`src/common/video_pkg.sv`:
```
`default_nettype none

package video_pkg;

    localparam int POS_W = 12;    // Raster counter width.

    typedef struct packed {
        logic [7:0] red;
        logic [7:0] green;
        logic [7:0] blue;
    } pixel_t;

    localparam pixel_t BLACK = '0;

    // Raster position with its visible-area flag.
    typedef struct packed {
        logic [POS_W-1:0] x;
        logic [POS_W-1:0] y;
        logic             active;
    } scan_pos_t;

    typedef struct packed {
        pixel_t color;
        logic   hsync;
        logic   vsync;
        logic   de;
    } video_out_t;

    typedef struct packed {
        logic enable;
        logic line_double;    // Each stored row shown on two lines.
        logic add_line;       // One extra blank line per frame.
    } mode_t;

endpackage

`default_nettype wire

```
`src/common/bus_pkg.sv`:
```
`default_nettype none

package bus_pkg;

    localparam int WB_ADR_W    = 4;
    localparam int WB_DAT_W    = 32;
    localparam int FRAME_CNT_W = 16;

    typedef struct packed {
        logic                cyc;
        logic                stb;
        logic                we;
        logic [WB_ADR_W-1:0] adr;
        logic [WB_DAT_W-1:0] dat;
    } wb_req_t;

    typedef struct packed {
        logic                ack;
        logic [WB_DAT_W-1:0] dat;
    } wb_rsp_t;

    // Register map.
    localparam logic [WB_ADR_W-1:0] ADDR_CTRL   = 4'd0;
    localparam logic [WB_ADR_W-1:0] ADDR_STATUS = 4'd1;

    // CTRL field positions.
    localparam int CTRL_ENABLE_BIT      = 0;
    localparam int CTRL_LINE_DOUBLE_BIT = 1;
    localparam int CTRL_ADD_LINE_BIT    = 2;

endpackage

`default_nettype wire

```
`src/logic/video_ctrl.sv`:
```
`timescale 1ns/1ps
`default_nettype none

module video_ctrl (
    input  logic              clock,
    input  logic              reset,
    input  bus_pkg::wb_req_t  wb_req,
    output bus_pkg::wb_rsp_t  wb_rsp,
    input  logic              frame_end,
    output video_pkg::mode_t  mode,
    output logic              restart
);

    import bus_pkg::*;
    import video_pkg::*;

    logic                   req;
    logic                   wr_ctrl;
    mode_t                  wr_mode;
    logic [FRAME_CNT_W-1:0] frame_count;
    logic [WB_DAT_W-1:0]    rd_word;

    // New request only when the previous cycle was not an ack.
    assign req     = wb_req.cyc && wb_req.stb && !wb_rsp.ack;
    assign wr_ctrl = req && wb_req.we && (wb_req.adr == ADDR_CTRL);

    assign wr_mode.enable      = wb_req.dat[CTRL_ENABLE_BIT];
    assign wr_mode.line_double = wb_req.dat[CTRL_LINE_DOUBLE_BIT];
    assign wr_mode.add_line    = wb_req.dat[CTRL_ADD_LINE_BIT];

    always_comb begin
        rd_word = '0;
        case (wb_req.adr)
            ADDR_CTRL: begin
                rd_word[CTRL_ENABLE_BIT]      = mode.enable;
                rd_word[CTRL_LINE_DOUBLE_BIT] = mode.line_double;
                rd_word[CTRL_ADD_LINE_BIT]    = mode.add_line;
            end
            ADDR_STATUS: begin
                rd_word = WB_DAT_W'(frame_count);
            end
            default: begin
                rd_word = '0;
            end
        endcase
    end

    always_ff @(posedge clock) begin
        wb_rsp.dat <= rd_word;    // Valid with ack.
        if (!reset) begin
            wb_rsp.ack <= 1'b0;
            mode       <= '0;
            restart    <= 1'b0;
        end else begin
            wb_rsp.ack <= req;
            restart    <= wr_ctrl && (wr_mode != mode);
            if (wr_ctrl) begin
                mode <= wr_mode;
            end
        end
    end

    // Completed frames since the last restart.
    always_ff @(posedge clock) begin
        if (!reset) begin
            frame_count <= '0;
        end else if (restart) begin
            frame_count <= '0;
        end else if (frame_end) begin
            frame_count <= frame_count + 1'b1;
        end
    end

endmodule

`default_nettype wire

```
`src/logic/line_buffer.sv`:
```
`timescale 1ns/1ps
`default_nettype none

module line_buffer #(
    parameter int BUF_DEPTH = 60
) (
    input  logic                         clock,
    input  logic                         wr_en,
    input  logic [$clog2(BUF_DEPTH)-1:0] wr_addr,
    input  video_pkg::pixel_t            wr_data,
    input  logic [$clog2(BUF_DEPTH)-1:0] rd_addr,
    output video_pkg::pixel_t            rd_data
);

    import video_pkg::*;

    pixel_t mem [BUF_DEPTH];

    always_ff @(posedge clock) begin
        if (wr_en) begin
            mem[wr_addr] <= wr_data;
        end
    end

    // Registered read, one cycle of latency.
    always_ff @(posedge clock) begin
        rd_data <= mem[rd_addr];
    end

endmodule

`default_nettype wire

```
`src/logic/pixel_capture.sv`:
```
`timescale 1ns/1ps
`default_nettype none

module pixel_capture #(
    parameter int BUF_DEPTH = 60
) (
    input  logic                         clock,
    input  logic                         reset,
    input  logic                         pix_valid,
    input  logic                         pix_sof,
    input  video_pkg::pixel_t            pix_data,
    output logic                         wr_en,
    output logic [$clog2(BUF_DEPTH)-1:0] wr_addr,
    output video_pkg::pixel_t            wr_data
);

    localparam int AW = $clog2(BUF_DEPTH);
    localparam logic [AW-1:0] LAST = AW'(BUF_DEPTH - 1);

    logic [AW-1:0] wr_ptr;
    logic [AW-1:0] cur_addr;

    // Start of frame forces address zero.
    assign cur_addr = pix_sof ? '0 : wr_ptr;

    always_ff @(posedge clock) begin
        if (!reset) begin
            wr_ptr <= '0;
            wr_en  <= 1'b0;
        end else begin
            wr_en <= pix_valid;
            if (pix_valid) begin
                wr_ptr <= (cur_addr == LAST) ? '0 : cur_addr + 1'b1;
            end
        end
    end

    always_ff @(posedge clock) begin
        wr_addr <= cur_addr;
        wr_data <= pix_data;
    end

endmodule

`default_nettype wire

```
`src/scanout/scan_timing.sv`:
```
`timescale 1ns/1ps
`default_nettype none

module scan_timing #(
    parameter int   H_TOTAL     = 16,
    parameter int   H_VISIBLE   = 10,
    parameter int   HSYNC_START = 12,
    parameter int   HSYNC_WIDTH = 2,
    parameter int   V_TOTAL     = 8,
    parameter int   V_VISIBLE   = 6,
    parameter int   VSYNC_START = 7,
    parameter int   VSYNC_WIDTH = 1,
    parameter logic HSYNC_POL   = 1'b0,
    parameter logic VSYNC_POL   = 1'b0
) (
    input  logic                 clock,
    input  logic                 reset,
    input  video_pkg::mode_t     mode,
    input  logic                 restart,
    output video_pkg::scan_pos_t pos,
    output logic                 hsync_raw,
    output logic                 vsync_raw,
    output logic                 frame_end
);

    import video_pkg::*;

    localparam logic [POS_W-1:0] H_LAST   = POS_W'(H_TOTAL - 1);
    localparam logic [POS_W-1:0] H_VIS    = POS_W'(H_VISIBLE);
    localparam logic [POS_W-1:0] HS_BEGIN = POS_W'(HSYNC_START);
    localparam logic [POS_W-1:0] HS_END   = POS_W'(HSYNC_START + HSYNC_WIDTH);
    localparam logic [POS_W-1:0] V_LAST   = POS_W'(V_TOTAL - 1);
    localparam logic [POS_W-1:0] V_VIS    = POS_W'(V_VISIBLE);
    localparam logic [POS_W-1:0] VS_BEGIN = POS_W'(VSYNC_START);
    localparam logic [POS_W-1:0] VS_END   = POS_W'(VSYNC_START + VSYNC_WIDTH);

    logic [POS_W-1:0] x;
    logic [POS_W-1:0] y;
    logic [POS_W-1:0] y_last;
    logic             x_wrap;
    logic             y_wrap;
    logic             hs_on;
    logic             vs_on;

    assign y_last = mode.add_line ? V_LAST + 1'b1 : V_LAST;    // Interlace-style extra line.
    assign x_wrap = (x == H_LAST);
    assign y_wrap = (y == y_last);

    assign hs_on = (x >= HS_BEGIN) && (x < HS_END);
    assign vs_on = (y >= VS_BEGIN) && (y < VS_END);

    assign pos.x      = x;
    assign pos.y      = y;
    assign pos.active = mode.enable && (x < H_VIS) && (y < V_VIS);

    always_ff @(posedge clock) begin
        if (!reset) begin
            x         <= '0;
            y         <= '0;
            frame_end <= 1'b0;
        end else if (restart) begin
            x         <= '0;
            y         <= '0;
            frame_end <= 1'b0;
        end else begin
            frame_end <= mode.enable && x_wrap && y_wrap;
            if (mode.enable) begin
                x <= x_wrap ? '0 : x + 1'b1;
                if (x_wrap) begin
                    y <= y_wrap ? '0 : y + 1'b1;
                end
            end
        end
    end

    // One clock behind the counters, same as the RAM data.
    always_ff @(posedge clock) begin
        if (!reset) begin
            hsync_raw <= ~HSYNC_POL;
            vsync_raw <= ~VSYNC_POL;
        end else begin
            hsync_raw <= (mode.enable && hs_on) ? HSYNC_POL : ~HSYNC_POL;
            vsync_raw <= (mode.enable && vs_on) ? VSYNC_POL : ~VSYNC_POL;
        end
    end

endmodule

`default_nettype wire

```
`src/scanout/pixel_out.sv`:
```
`timescale 1ns/1ps
`default_nettype none

module pixel_out #(
    parameter int H_VISIBLE = 10,
    parameter int BUF_DEPTH = 60
) (
    input  logic                         clock,
    input  logic                         reset,
    input  video_pkg::mode_t             mode,
    input  video_pkg::scan_pos_t         pos,
    input  logic                         hsync_raw,
    input  logic                         vsync_raw,
    output logic [$clog2(BUF_DEPTH)-1:0] rd_addr,
    input  video_pkg::pixel_t            rd_data,
    output video_pkg::video_out_t        video
);

    import video_pkg::*;

    localparam int ADDR_W = 2 * POS_W;
    localparam int AW     = $clog2(BUF_DEPTH);
    localparam logic [ADDR_W-1:0] H_VIS = ADDR_W'(H_VISIBLE);

    logic [POS_W-1:0]  row;
    logic [ADDR_W-1:0] addr_full;
    logic              active_d;

    // Line doubling shows stored row y/2.
    assign row       = mode.line_double ? {1'b0, pos.y[POS_W-1:1]} : pos.y;
    assign addr_full = ADDR_W'(row) * H_VIS + ADDR_W'(pos.x);
    assign rd_addr   = pos.active ? addr_full[AW-1:0] : '0;

    always_ff @(posedge clock) begin
        if (!reset) begin
            active_d <= 1'b0;
        end else begin
            active_d <= pos.active;    // Matches RAM latency.
        end
    end

    always_ff @(posedge clock) begin
        video.hsync <= hsync_raw;
        video.vsync <= vsync_raw;
        if (!reset) begin
            video.de    <= 1'b0;
            video.color <= BLACK;
        end else begin
            video.de    <= active_d;
            video.color <= active_d ? rd_data : BLACK;    // Blank outside draw area.
        end
    end

endmodule

`default_nettype wire

```
`src/logic/video_top.sv`:
```
`timescale 1ns/1ps
`default_nettype none

module video_top #(
    parameter int   H_TOTAL     = 16,
    parameter int   H_VISIBLE   = 10,
    parameter int   HSYNC_START = 12,
    parameter int   HSYNC_WIDTH = 2,
    parameter int   V_TOTAL     = 8,
    parameter int   V_VISIBLE   = 6,
    parameter int   VSYNC_START = 7,
    parameter int   VSYNC_WIDTH = 1,
    parameter logic HSYNC_POL   = 1'b0,
    parameter logic VSYNC_POL   = 1'b0,
    parameter int   BUF_DEPTH   = H_VISIBLE * V_VISIBLE
) (
    input  logic                  clock,
    input  logic                  reset,
    input  bus_pkg::wb_req_t      wb_req,
    output bus_pkg::wb_rsp_t      wb_rsp,
    input  logic                  pix_valid,
    input  logic                  pix_sof,
    input  video_pkg::pixel_t     pix_data,
    output video_pkg::video_out_t video
);

    import video_pkg::*;

    localparam int AW = $clog2(BUF_DEPTH);

    mode_t          mode;
    logic           restart;
    logic           frame_end;
    logic           wr_en;
    logic [AW-1:0]  wr_addr;
    pixel_t         wr_data;
    logic [AW-1:0]  rd_addr;
    pixel_t         rd_data;
    scan_pos_t      pos;
    logic           hsync_raw;
    logic           vsync_raw;

    video_ctrl u_ctrl (
        .clock     (clock),
        .reset     (reset),
        .wb_req    (wb_req),
        .wb_rsp    (wb_rsp),
        .frame_end (frame_end),
        .mode      (mode),
        .restart   (restart)
    );

    pixel_capture #(
        .BUF_DEPTH (BUF_DEPTH)
    ) u_capture (
        .clock     (clock),
        .reset     (reset),
        .pix_valid (pix_valid),
        .pix_sof   (pix_sof),
        .pix_data  (pix_data),
        .wr_en     (wr_en),
        .wr_addr   (wr_addr),
        .wr_data   (wr_data)
    );

    line_buffer #(
        .BUF_DEPTH (BUF_DEPTH)
    ) u_buffer (
        .clock   (clock),
        .wr_en   (wr_en),
        .wr_addr (wr_addr),
        .wr_data (wr_data),
        .rd_addr (rd_addr),
        .rd_data (rd_data)
    );

    scan_timing #(
        .H_TOTAL     (H_TOTAL),
        .H_VISIBLE   (H_VISIBLE),
        .HSYNC_START (HSYNC_START),
        .HSYNC_WIDTH (HSYNC_WIDTH),
        .V_TOTAL     (V_TOTAL),
        .V_VISIBLE   (V_VISIBLE),
        .VSYNC_START (VSYNC_START),
        .VSYNC_WIDTH (VSYNC_WIDTH),
        .HSYNC_POL   (HSYNC_POL),
        .VSYNC_POL   (VSYNC_POL)
    ) u_timing (
        .clock     (clock),
        .reset     (reset),
        .mode      (mode),
        .restart   (restart),
        .pos       (pos),
        .hsync_raw (hsync_raw),
        .vsync_raw (vsync_raw),
        .frame_end (frame_end)
    );

    pixel_out #(
        .H_VISIBLE (H_VISIBLE),
        .BUF_DEPTH (BUF_DEPTH)
    ) u_out (
        .clock     (clock),
        .reset     (reset),
        .mode      (mode),
        .pos       (pos),
        .hsync_raw (hsync_raw),
        .vsync_raw (vsync_raw),
        .rd_addr   (rd_addr),
        .rd_data   (rd_data),
        .video     (video)
    );

endmodule

`default_nettype wire

```
`config.mk`:
```
export PLATFORM = sky130hd
export DESIGN_NAME = video_top
export DESIGN_NICKNAME = d
export VERILOG_FILES = /design/src/common/video_pkg.sv /design/src/common/bus_pkg.sv /design/src/logic/video_ctrl.sv /design/src/logic/line_buffer.sv /design/src/logic/pixel_capture.sv /design/src/scanout/scan_timing.sv /design/src/scanout/pixel_out.sv /design/src/logic/video_top.sv
export SDC_FILE = /design/constraint.sdc
export NUM_CORES = 2
export LEC_CHECK = 0
export CORE_MARGIN = 1.5
export CORE_UTILIZATION = 25
export DETAILED_ROUTE_END_ITERATION = 12
export DONT_BUFFER_PORTS = 1
export PLACE_DENSITY_LB_ADDON = 0.25
export RECOVER_POWER = 25
export SYNTH_ARGS = -nofsm -noshare
export SYNTH_HDL_FRONTEND = slang
export SYNTH_HIERARCHICAL = 1
export SYNTH_SLANG_ARGS = --single-unit
export TNS_END_PERCENT = 30
```
`constraint.sdc`:
```
create_clock -name clock -period 5.2 [get_ports clock]
set_clock_uncertainty 0.05 [all_clocks]
set_input_delay 0.52 -clock clock [delete_from_list [all_inputs] [get_ports clock]]
set_output_delay 0.52 -clock clock [all_outputs]
set_load 0.01 [all_outputs]
```
==> Word-level counts from Yosys, hierarchy flattened <==
Memory sizes are Yosys's and may differ from the RTL's. A register that Yosys moved wholly into a read port is not among the register bits.
Index checks and enable logic that the tools add are counted.
{ "totals": {"regBits": 145, "ram_bits": 1440, "inputBits": 67, "elab_cells": 75, "n_memories": 1} }
{ "memory_table": {"columns": ["name", "depth", "word_bits", "read_ports", "rd_clocked_by_memory_dff", "wr", "line", "text"], "rows": [
  ["u_buffer.mem", 60, 24, 1, 1, 1, "line_buffer.sv:17", "pixel_t mem [BUF_DEPTH];"]
]} }
{ "classes": {"addsub": 5, "multipliers": 1, "magnitude_cmp": 6, "n_eq_ne": 5, "mux": 12, "bitwise": 1, "n_reduce_logical": 18} }
{ "ops": {"columns": ["op", "count"], "rows": [
  ["$lt 12x4->1 const B", 3],
  ["$mux 12", 3],
  ["$add 12x1->12 const B", 2],
  ["$mux 6", 3],
  ["$add 16x1->16 const B", 1],
  ["$logic_and 1x1->1", 13],
  ["$eq 12x12->1", 1],
  ["$eq 12x4->1 const B", 1],
  ["$ge 12x3->1 const B", 1],
  ["$ge 12x4->1 const B", 1],
  ["$lt 12x3->1 const B", 1],
  ["$mul 12x3->5 const B", 1],
  ["$add 6x1->6 const B", 1],
  ["$add 6x6->6", 1],
  ["$eq 6x6->1 const B", 1],
  ["$pmux 3 s2", 1],
  ["$eq 4x1->1 const B", 1],
  ["$logic_not 4->1", 1],
  ["$mux 1", 4],
  ["$mux 4", 1],
  ["$reduce_and 2->1", 2],
  ["$ne 3x3->1", 1],
  ["$reduce_or 2->1", 1],
  ["$logic_not 1->1", 1],
  ["$not 1->1", 1]
]} }

==> Logic depth before layout (Yosys ltp) <==
{ "logic_depth": {"word_depth": 5, "ltp_mapped": 16} }

==> Modules after synthesis <==
Netlist, hierarchy kept.
{ "modules_own_cells": {"columns": ["module", "n_inst", "cells_per_inst", "area_each_um2"], "rows": [
  ["line_buffer", 1, 2463, 55824.8],
  ["video_ctrl", 1, 159, 1541.5],
  ["scan_timing", 1, 167, 1440.1],
  ["pixel_out", 1, 88, 1038.5],
  ["pixel_capture", 1, 74, 1016.0]
]} }

==> Least setup slack after synthesis <==
No wires, ideal clock.
{ "synth_path": {"kind": "flip-flop to flip-flop", "from": "register, netlist name u_ctrl/mode[1]", "to": "register, netlist name u_buffer/rd_data[12]", "setup_ps": 140, "arrival_time_ps": 3391, "required_time_ps": 5010, "path_slack_ps": 1619, "path_stages_with_launch": 13, "path_buffers": 3, "synth_period_minus_slack_ps": 3581, "path_cell_list": "dfxtp_1 mux2_2 ha_1 ha_1 ha_1 xnor2_1 and2_1 clkbuf_1 clkbuf_1 clkbuf_1 mux4_2 mux2i_1 o211ai_1"} }
{ "synth_via": {"elab_chain_cells": 4} }
{ "synth_lines": {"columns": ["element", "line", "text"], "rows": [
  ["$mux 12", "pixel_out.sv:30", "assign row = mode.line_double ? {1'b0, pos.y[POS_W-1:1]} : pos.y;"],
  ["$mul 12x3->5", "pixel_out.sv:31", "assign addr_full = ADDR_W'(row) * H_VIS + ADDR_W'(pos.x);"],
  ["$add 6x6->6", "pixel_out.sv:31", null],
  ["$mux 6", "pixel_out.sv:32", "assign rd_addr = pos.active ? addr_full[AW-1:0] : '0;"],
  ["via rd_addr[4]", "video_top.sv:37", "logic [AW-1:0] rd_addr;"]
]} }
The timed path passes the listed nets, and every way through them passes these cells.
A chain may end at the register's enable or synchronous reset.

==> results_dict.tcl <==
set metrics [dict create \
    status "complete, but fails checks" \
    drc 0 \
    crit_chain "nor4_1 -> nand2_1 -> nor3b_1 -> and4_1 -> and2_4 -> buf_12 -> buf_12 -> buf_12 -> mux4_2 -> o311ai_0 -> o211ai_1" \
    clk_pin_slew_ps 60 \
    worstMarginPinSlew_ps 3310 \
    drt-initial-drc-count 2755 \
    violations "capacitance limit, slew limit" \
    max_freq_mhz 222 \
    cp_top_family "simple AND/OR/NAND/NOR gates" \
    finalInstanceArea_sq_mm 0.0715 \
    die-area_sq_mm 0.246 \
    setup_violations 0 \
    antenna_found_initial 7 \
    antenna_left 0 \
    maxCapViolations 23 \
    num_io_pins 127 \
    p_total_mw 26.3 \
    final_core_util_pct 29.7 \
    cts_sinks 1593 \
    vias 29400 \
    met3_length_um 9560 \
    yosysWarnings 6 \
    dp_slack_ps 722 \
    min_period_over_period_pct 86.6 \
    clk_path_buf_depth 3 \
    areaGrowthSynthToFinish_pct 17.5 \
    drt_pass1_iterations 5 \
    tritoncts "built" \
    top_layer "met5" \
    setup_tns_ps 0 \
    wire_per_inst_um 25.2 \
    htreeDepth 4 \
    hold_viol 0 \
    ys_ff_latch 1593 \
    io_buffers 0 \
    vias_per_cell 4.53 \
    gr-total-overflow 0 \
    r2r_slack_ps 700 \
    grt_pass1_wl_um 230000 \
    gp_congestion 0.754 \
    grt_use_total_pct 13.2 \
    nets 3235 \
    rows 180 \
    powerDensity_mw_per_mm2 367 \
    combinationalPowerShare_pct 1.3 \
    hpwl_um 90800 \
    wl_met2_um 77500 \
    start_util_pct 25.2 \
    path_depth 11 \
    netlist_area_sq_mm 0.0609 \
    irDropWorstVdd_mv 0.346 \
    final_cell_count_no_fill 6487 \
    internal_power_mw 20.8 \
    synth_area_per_cell_sq_um 20.6 \
    netlist-cell-type-count 70 \
    die_x_um 496 \
    synthAdderAreaFrac_pct 0.280 \
    worstPathRequired_ps 5790 \
    drt_wl_total_um 164000 \
    fin_ws_ps 696 \
    cts_made_buffers 169 \
    hold_ws_ps 80.9 \
    die_height_um 496 \
    rsz0062_at_grt "no" \
    grt_pass1_vias 30100 \
    async_reset_ff_share_pct 0 \
    synth_cells 2951 \
    synth_flop_cell "edfxtp_1" \
    core_sq_mm 0.241 \
    clkPwrFrac_pct 45.3 \
    cp_slowest_cell "o311ai_0" \
    p_sw_mw 5.48 \
    endpoint_kind "register" \
    power.static_leakage_nw 21.4 \
    swShare_pct 20.9 \
    synth_top_family_by_area "multiplexers" \
    path_buf_inv 3 \
    synth_xor_area_share_pct 0.382 \
    min_period_ps 4500 \
    hp-class "in -> reg" \
    cp.arrival_ps 5090 \
    synth-simple-area-share_pct 3.17 \
    synth_compound_area_share_pct 2.86 \
    clk_latency_ps 820 \
    cts_root_buf "clkbuf_16" \
    postPlaceCellArea_sq_mm 0.0657 \
    drv_slew 1403 \
    maxSlewHeadroom_pct -121 \
    crit_fanout 16 \
    grt_max_degree 65 \
    seq_area_frac_synth_pct 76.1 \
    wl_met1_um 71200 \
    dp_cells 6126 \
    startpoint_type "register" \
    synthMuxAreaShare_pct 15.6 \
    postCtsSetupBuffers 0 \
    reg2reg_depth 11 \
    min_path_cells 3 \
    post_route_cells_drive_above_1_share_pct 25.3 \
    cp_slowest_stage_delay_ps 750 \
    synth_edf_count 1440 \
    crit_top_cell "buf_12" \
    p_seq_share_pct 53.4 \
    path_class "reg -> reg" \
]
==> final timing paths <==
path	start	endpoint
setup / recovery	u_timing/y[4]$_SDFFE_PP0P_	u_buffer/rd_data[1]$_DFF_P_
hold / removal	reset	u_timing/y[11]$_SDFFE_PP0P_
setup reg to reg	u_timing/y[4]$_SDFFE_PP0P_	u_buffer/rd_data[1]$_DFF_P_
hold reg to reg	u_timing/hsync_raw$_SDFF_PN1_	u_out/video[2]$_DFF_P_
==> cell families (layout without fill, tap and decap cells) <==
kind of cell | count (synthesis) | in the layout
flip-flops | 1593 | 1593
multiplexers | 520 | 520
AND/OR/NAND/NOR | 367 | 367
AO/OA/AOI/OAI | 244 | 244
buffers and inverters | 188 | 523
XOR/XNOR | 25 | 25
adder cells (fa/ha/maj) | 13 | 13
other | 1 | 17
==> worst reg2reg max path: cells and delay by family, from the launching register on <==
family | cells | cell delay, ps
buffers and inverters | 3 | 750
muxes | 1 | 500
DFF | 1 | 380
AOI/OAI and AO/OA | 2 | 940
and+or+nand+nor | 5 | 1710
==> cell usage in the layout (no fill, tap or decap), types with 9 or more instances in the layout <==
master and n:
nand3_1 14, and3_1 28, dfxtp_2 12, o21ai_0 56, a21oi_1 28, nand2_1 85
clkinv_1 31, nor2_1 41, nor2_2 19, a22oi_1 24, inv_1 9, mux2i_1 150
buf_4 112, o211ai_1 16, nor2_4 39, mux2_2 30, buf_12 19, edfxtp_1 1440
dlygate4sd3_1 42, clkbuf_16 173, o22ai_1 14, and2_1 20, clkbuf_8 10, ha_1 12
dfxtp_1 141, a22o_1 14, mux4_2 340, a221oi_1 44, clkinv_2 27, nand2b_1 21
o311ai_0 13, xor2_1 16, nand4_1 18, clkbuf_1 73, conb_1 16, a211o_1 11
or4_1 10, nor2b_1 16
==> layout make-up <==
type | instances | area, sq um
Inverter | 10 | 37.5
Clock inverter | 84 | 803
Multi-Input combinational cell | 1185 | 14000
Fill cell | 23400 | 170000
Tap cell | 3185 | 3990
Clock buffer | 233 | 4650
Timing Repair Buffer | 196 | 1730
Antenna cell | 1 | 2.50
Sequential cell | 1593 | 46300
==> flip-flops by register name, summed over array words and instances, names as in the netlist <==
name and flops:
u_buffer/mem 1440, u_out/video 27, u_buffer/rd_data 24, u_capture/wr_data 24, u_ctrl/wb_rsp 17, u_ctrl/frame_count 16, u_timing/x 12, u_timing/y 12
u_capture/wr_addr 6, u_capture/wr_ptr 6, u_ctrl/mode 3, u_capture/wr_en 1, u_ctrl/restart 1, u_out/active_d 1, u_timing/frame_end 1, u_timing/hsync_raw 1
u_timing/vsync_raw 1
==> routing by layer <==
| metal | GRT usage, % | up-vias |
|---|---|---|
| met1 | 17.5 | 15800 |
| met2 | 21.1 | 755 |
| met4 | 4.46 | 4 |
| met3 | 3.00 | 243 |
| met5 | 0 | - |
| li1 | - | 12600 |
==> cell usage after synthesis (10+ instances only) <==
cell | count | share of area, %
a22oi_1 | 24 | 0.30
and3_1 | 28 | 0.29
ha_1 | 12 | 0.25
mux4_2 | 340 | 13
nand2_1 | 85 | 0.52
nand4_1 | 18 | 0.19
mux2_2 | 30 | 0.56
o21ai_0 | 56 | 0.46
and2_1 | 25 | 0.26
o211ai_1 | 16 | 0.20
edfxtp_1 | 1440 | 71
o311ai_0 | 13 | 0.19
dfxtp_1 | 153 | 5.0
xor2_1 | 16 | 0.23
buf_2 | 46 | 0.38
or4_1 | 10 | 0.12
buf_4 | 36 | 0.44
a211o_1 | 11 | 0.16
a21oi_1 | 28 | 0.23
clkbuf_1 | 64 | 0.39
buf_1 | 20 | 0.12
a22o_1 | 14 | 0.20
nor2_1 | 99 | 0.61
nand2b_1 | 21 | 0.22
o22ai_1 | 14 | 0.14
nor2b_1 | 16 | 0.16
mux2i_1 | 150 | 2.5
buf_6 | 11 | 0.20
a221oi_1 | 44 | 0.63
nand3_1 | 14 | 0.12
==> power groups by stage <==
| stage | logic [mW] | registers, mW | clock network (mW) |
|---|---|---|---|
| after global routing | 0.372 | 14.0 | 12.7 |
| after CTS | 0.357 | 14.0 | 12.3 |
| final | 0.341 | 14.0 | 11.9 |
| after floorplan | 0.0747 | 14.3 | 0 |
| after global placement | 0.307 | 14.3 | 0 |
| after detailed placement | 0.317 | 14.3 | 0 |
==> what timing repair did <==
action | CTS | global route
hold buffers | 43 | 0
resized for setup | 0 | 0
hold endpoints to repair | 82 | 0
Note: power is estimated with default switching activity, not from simulation.
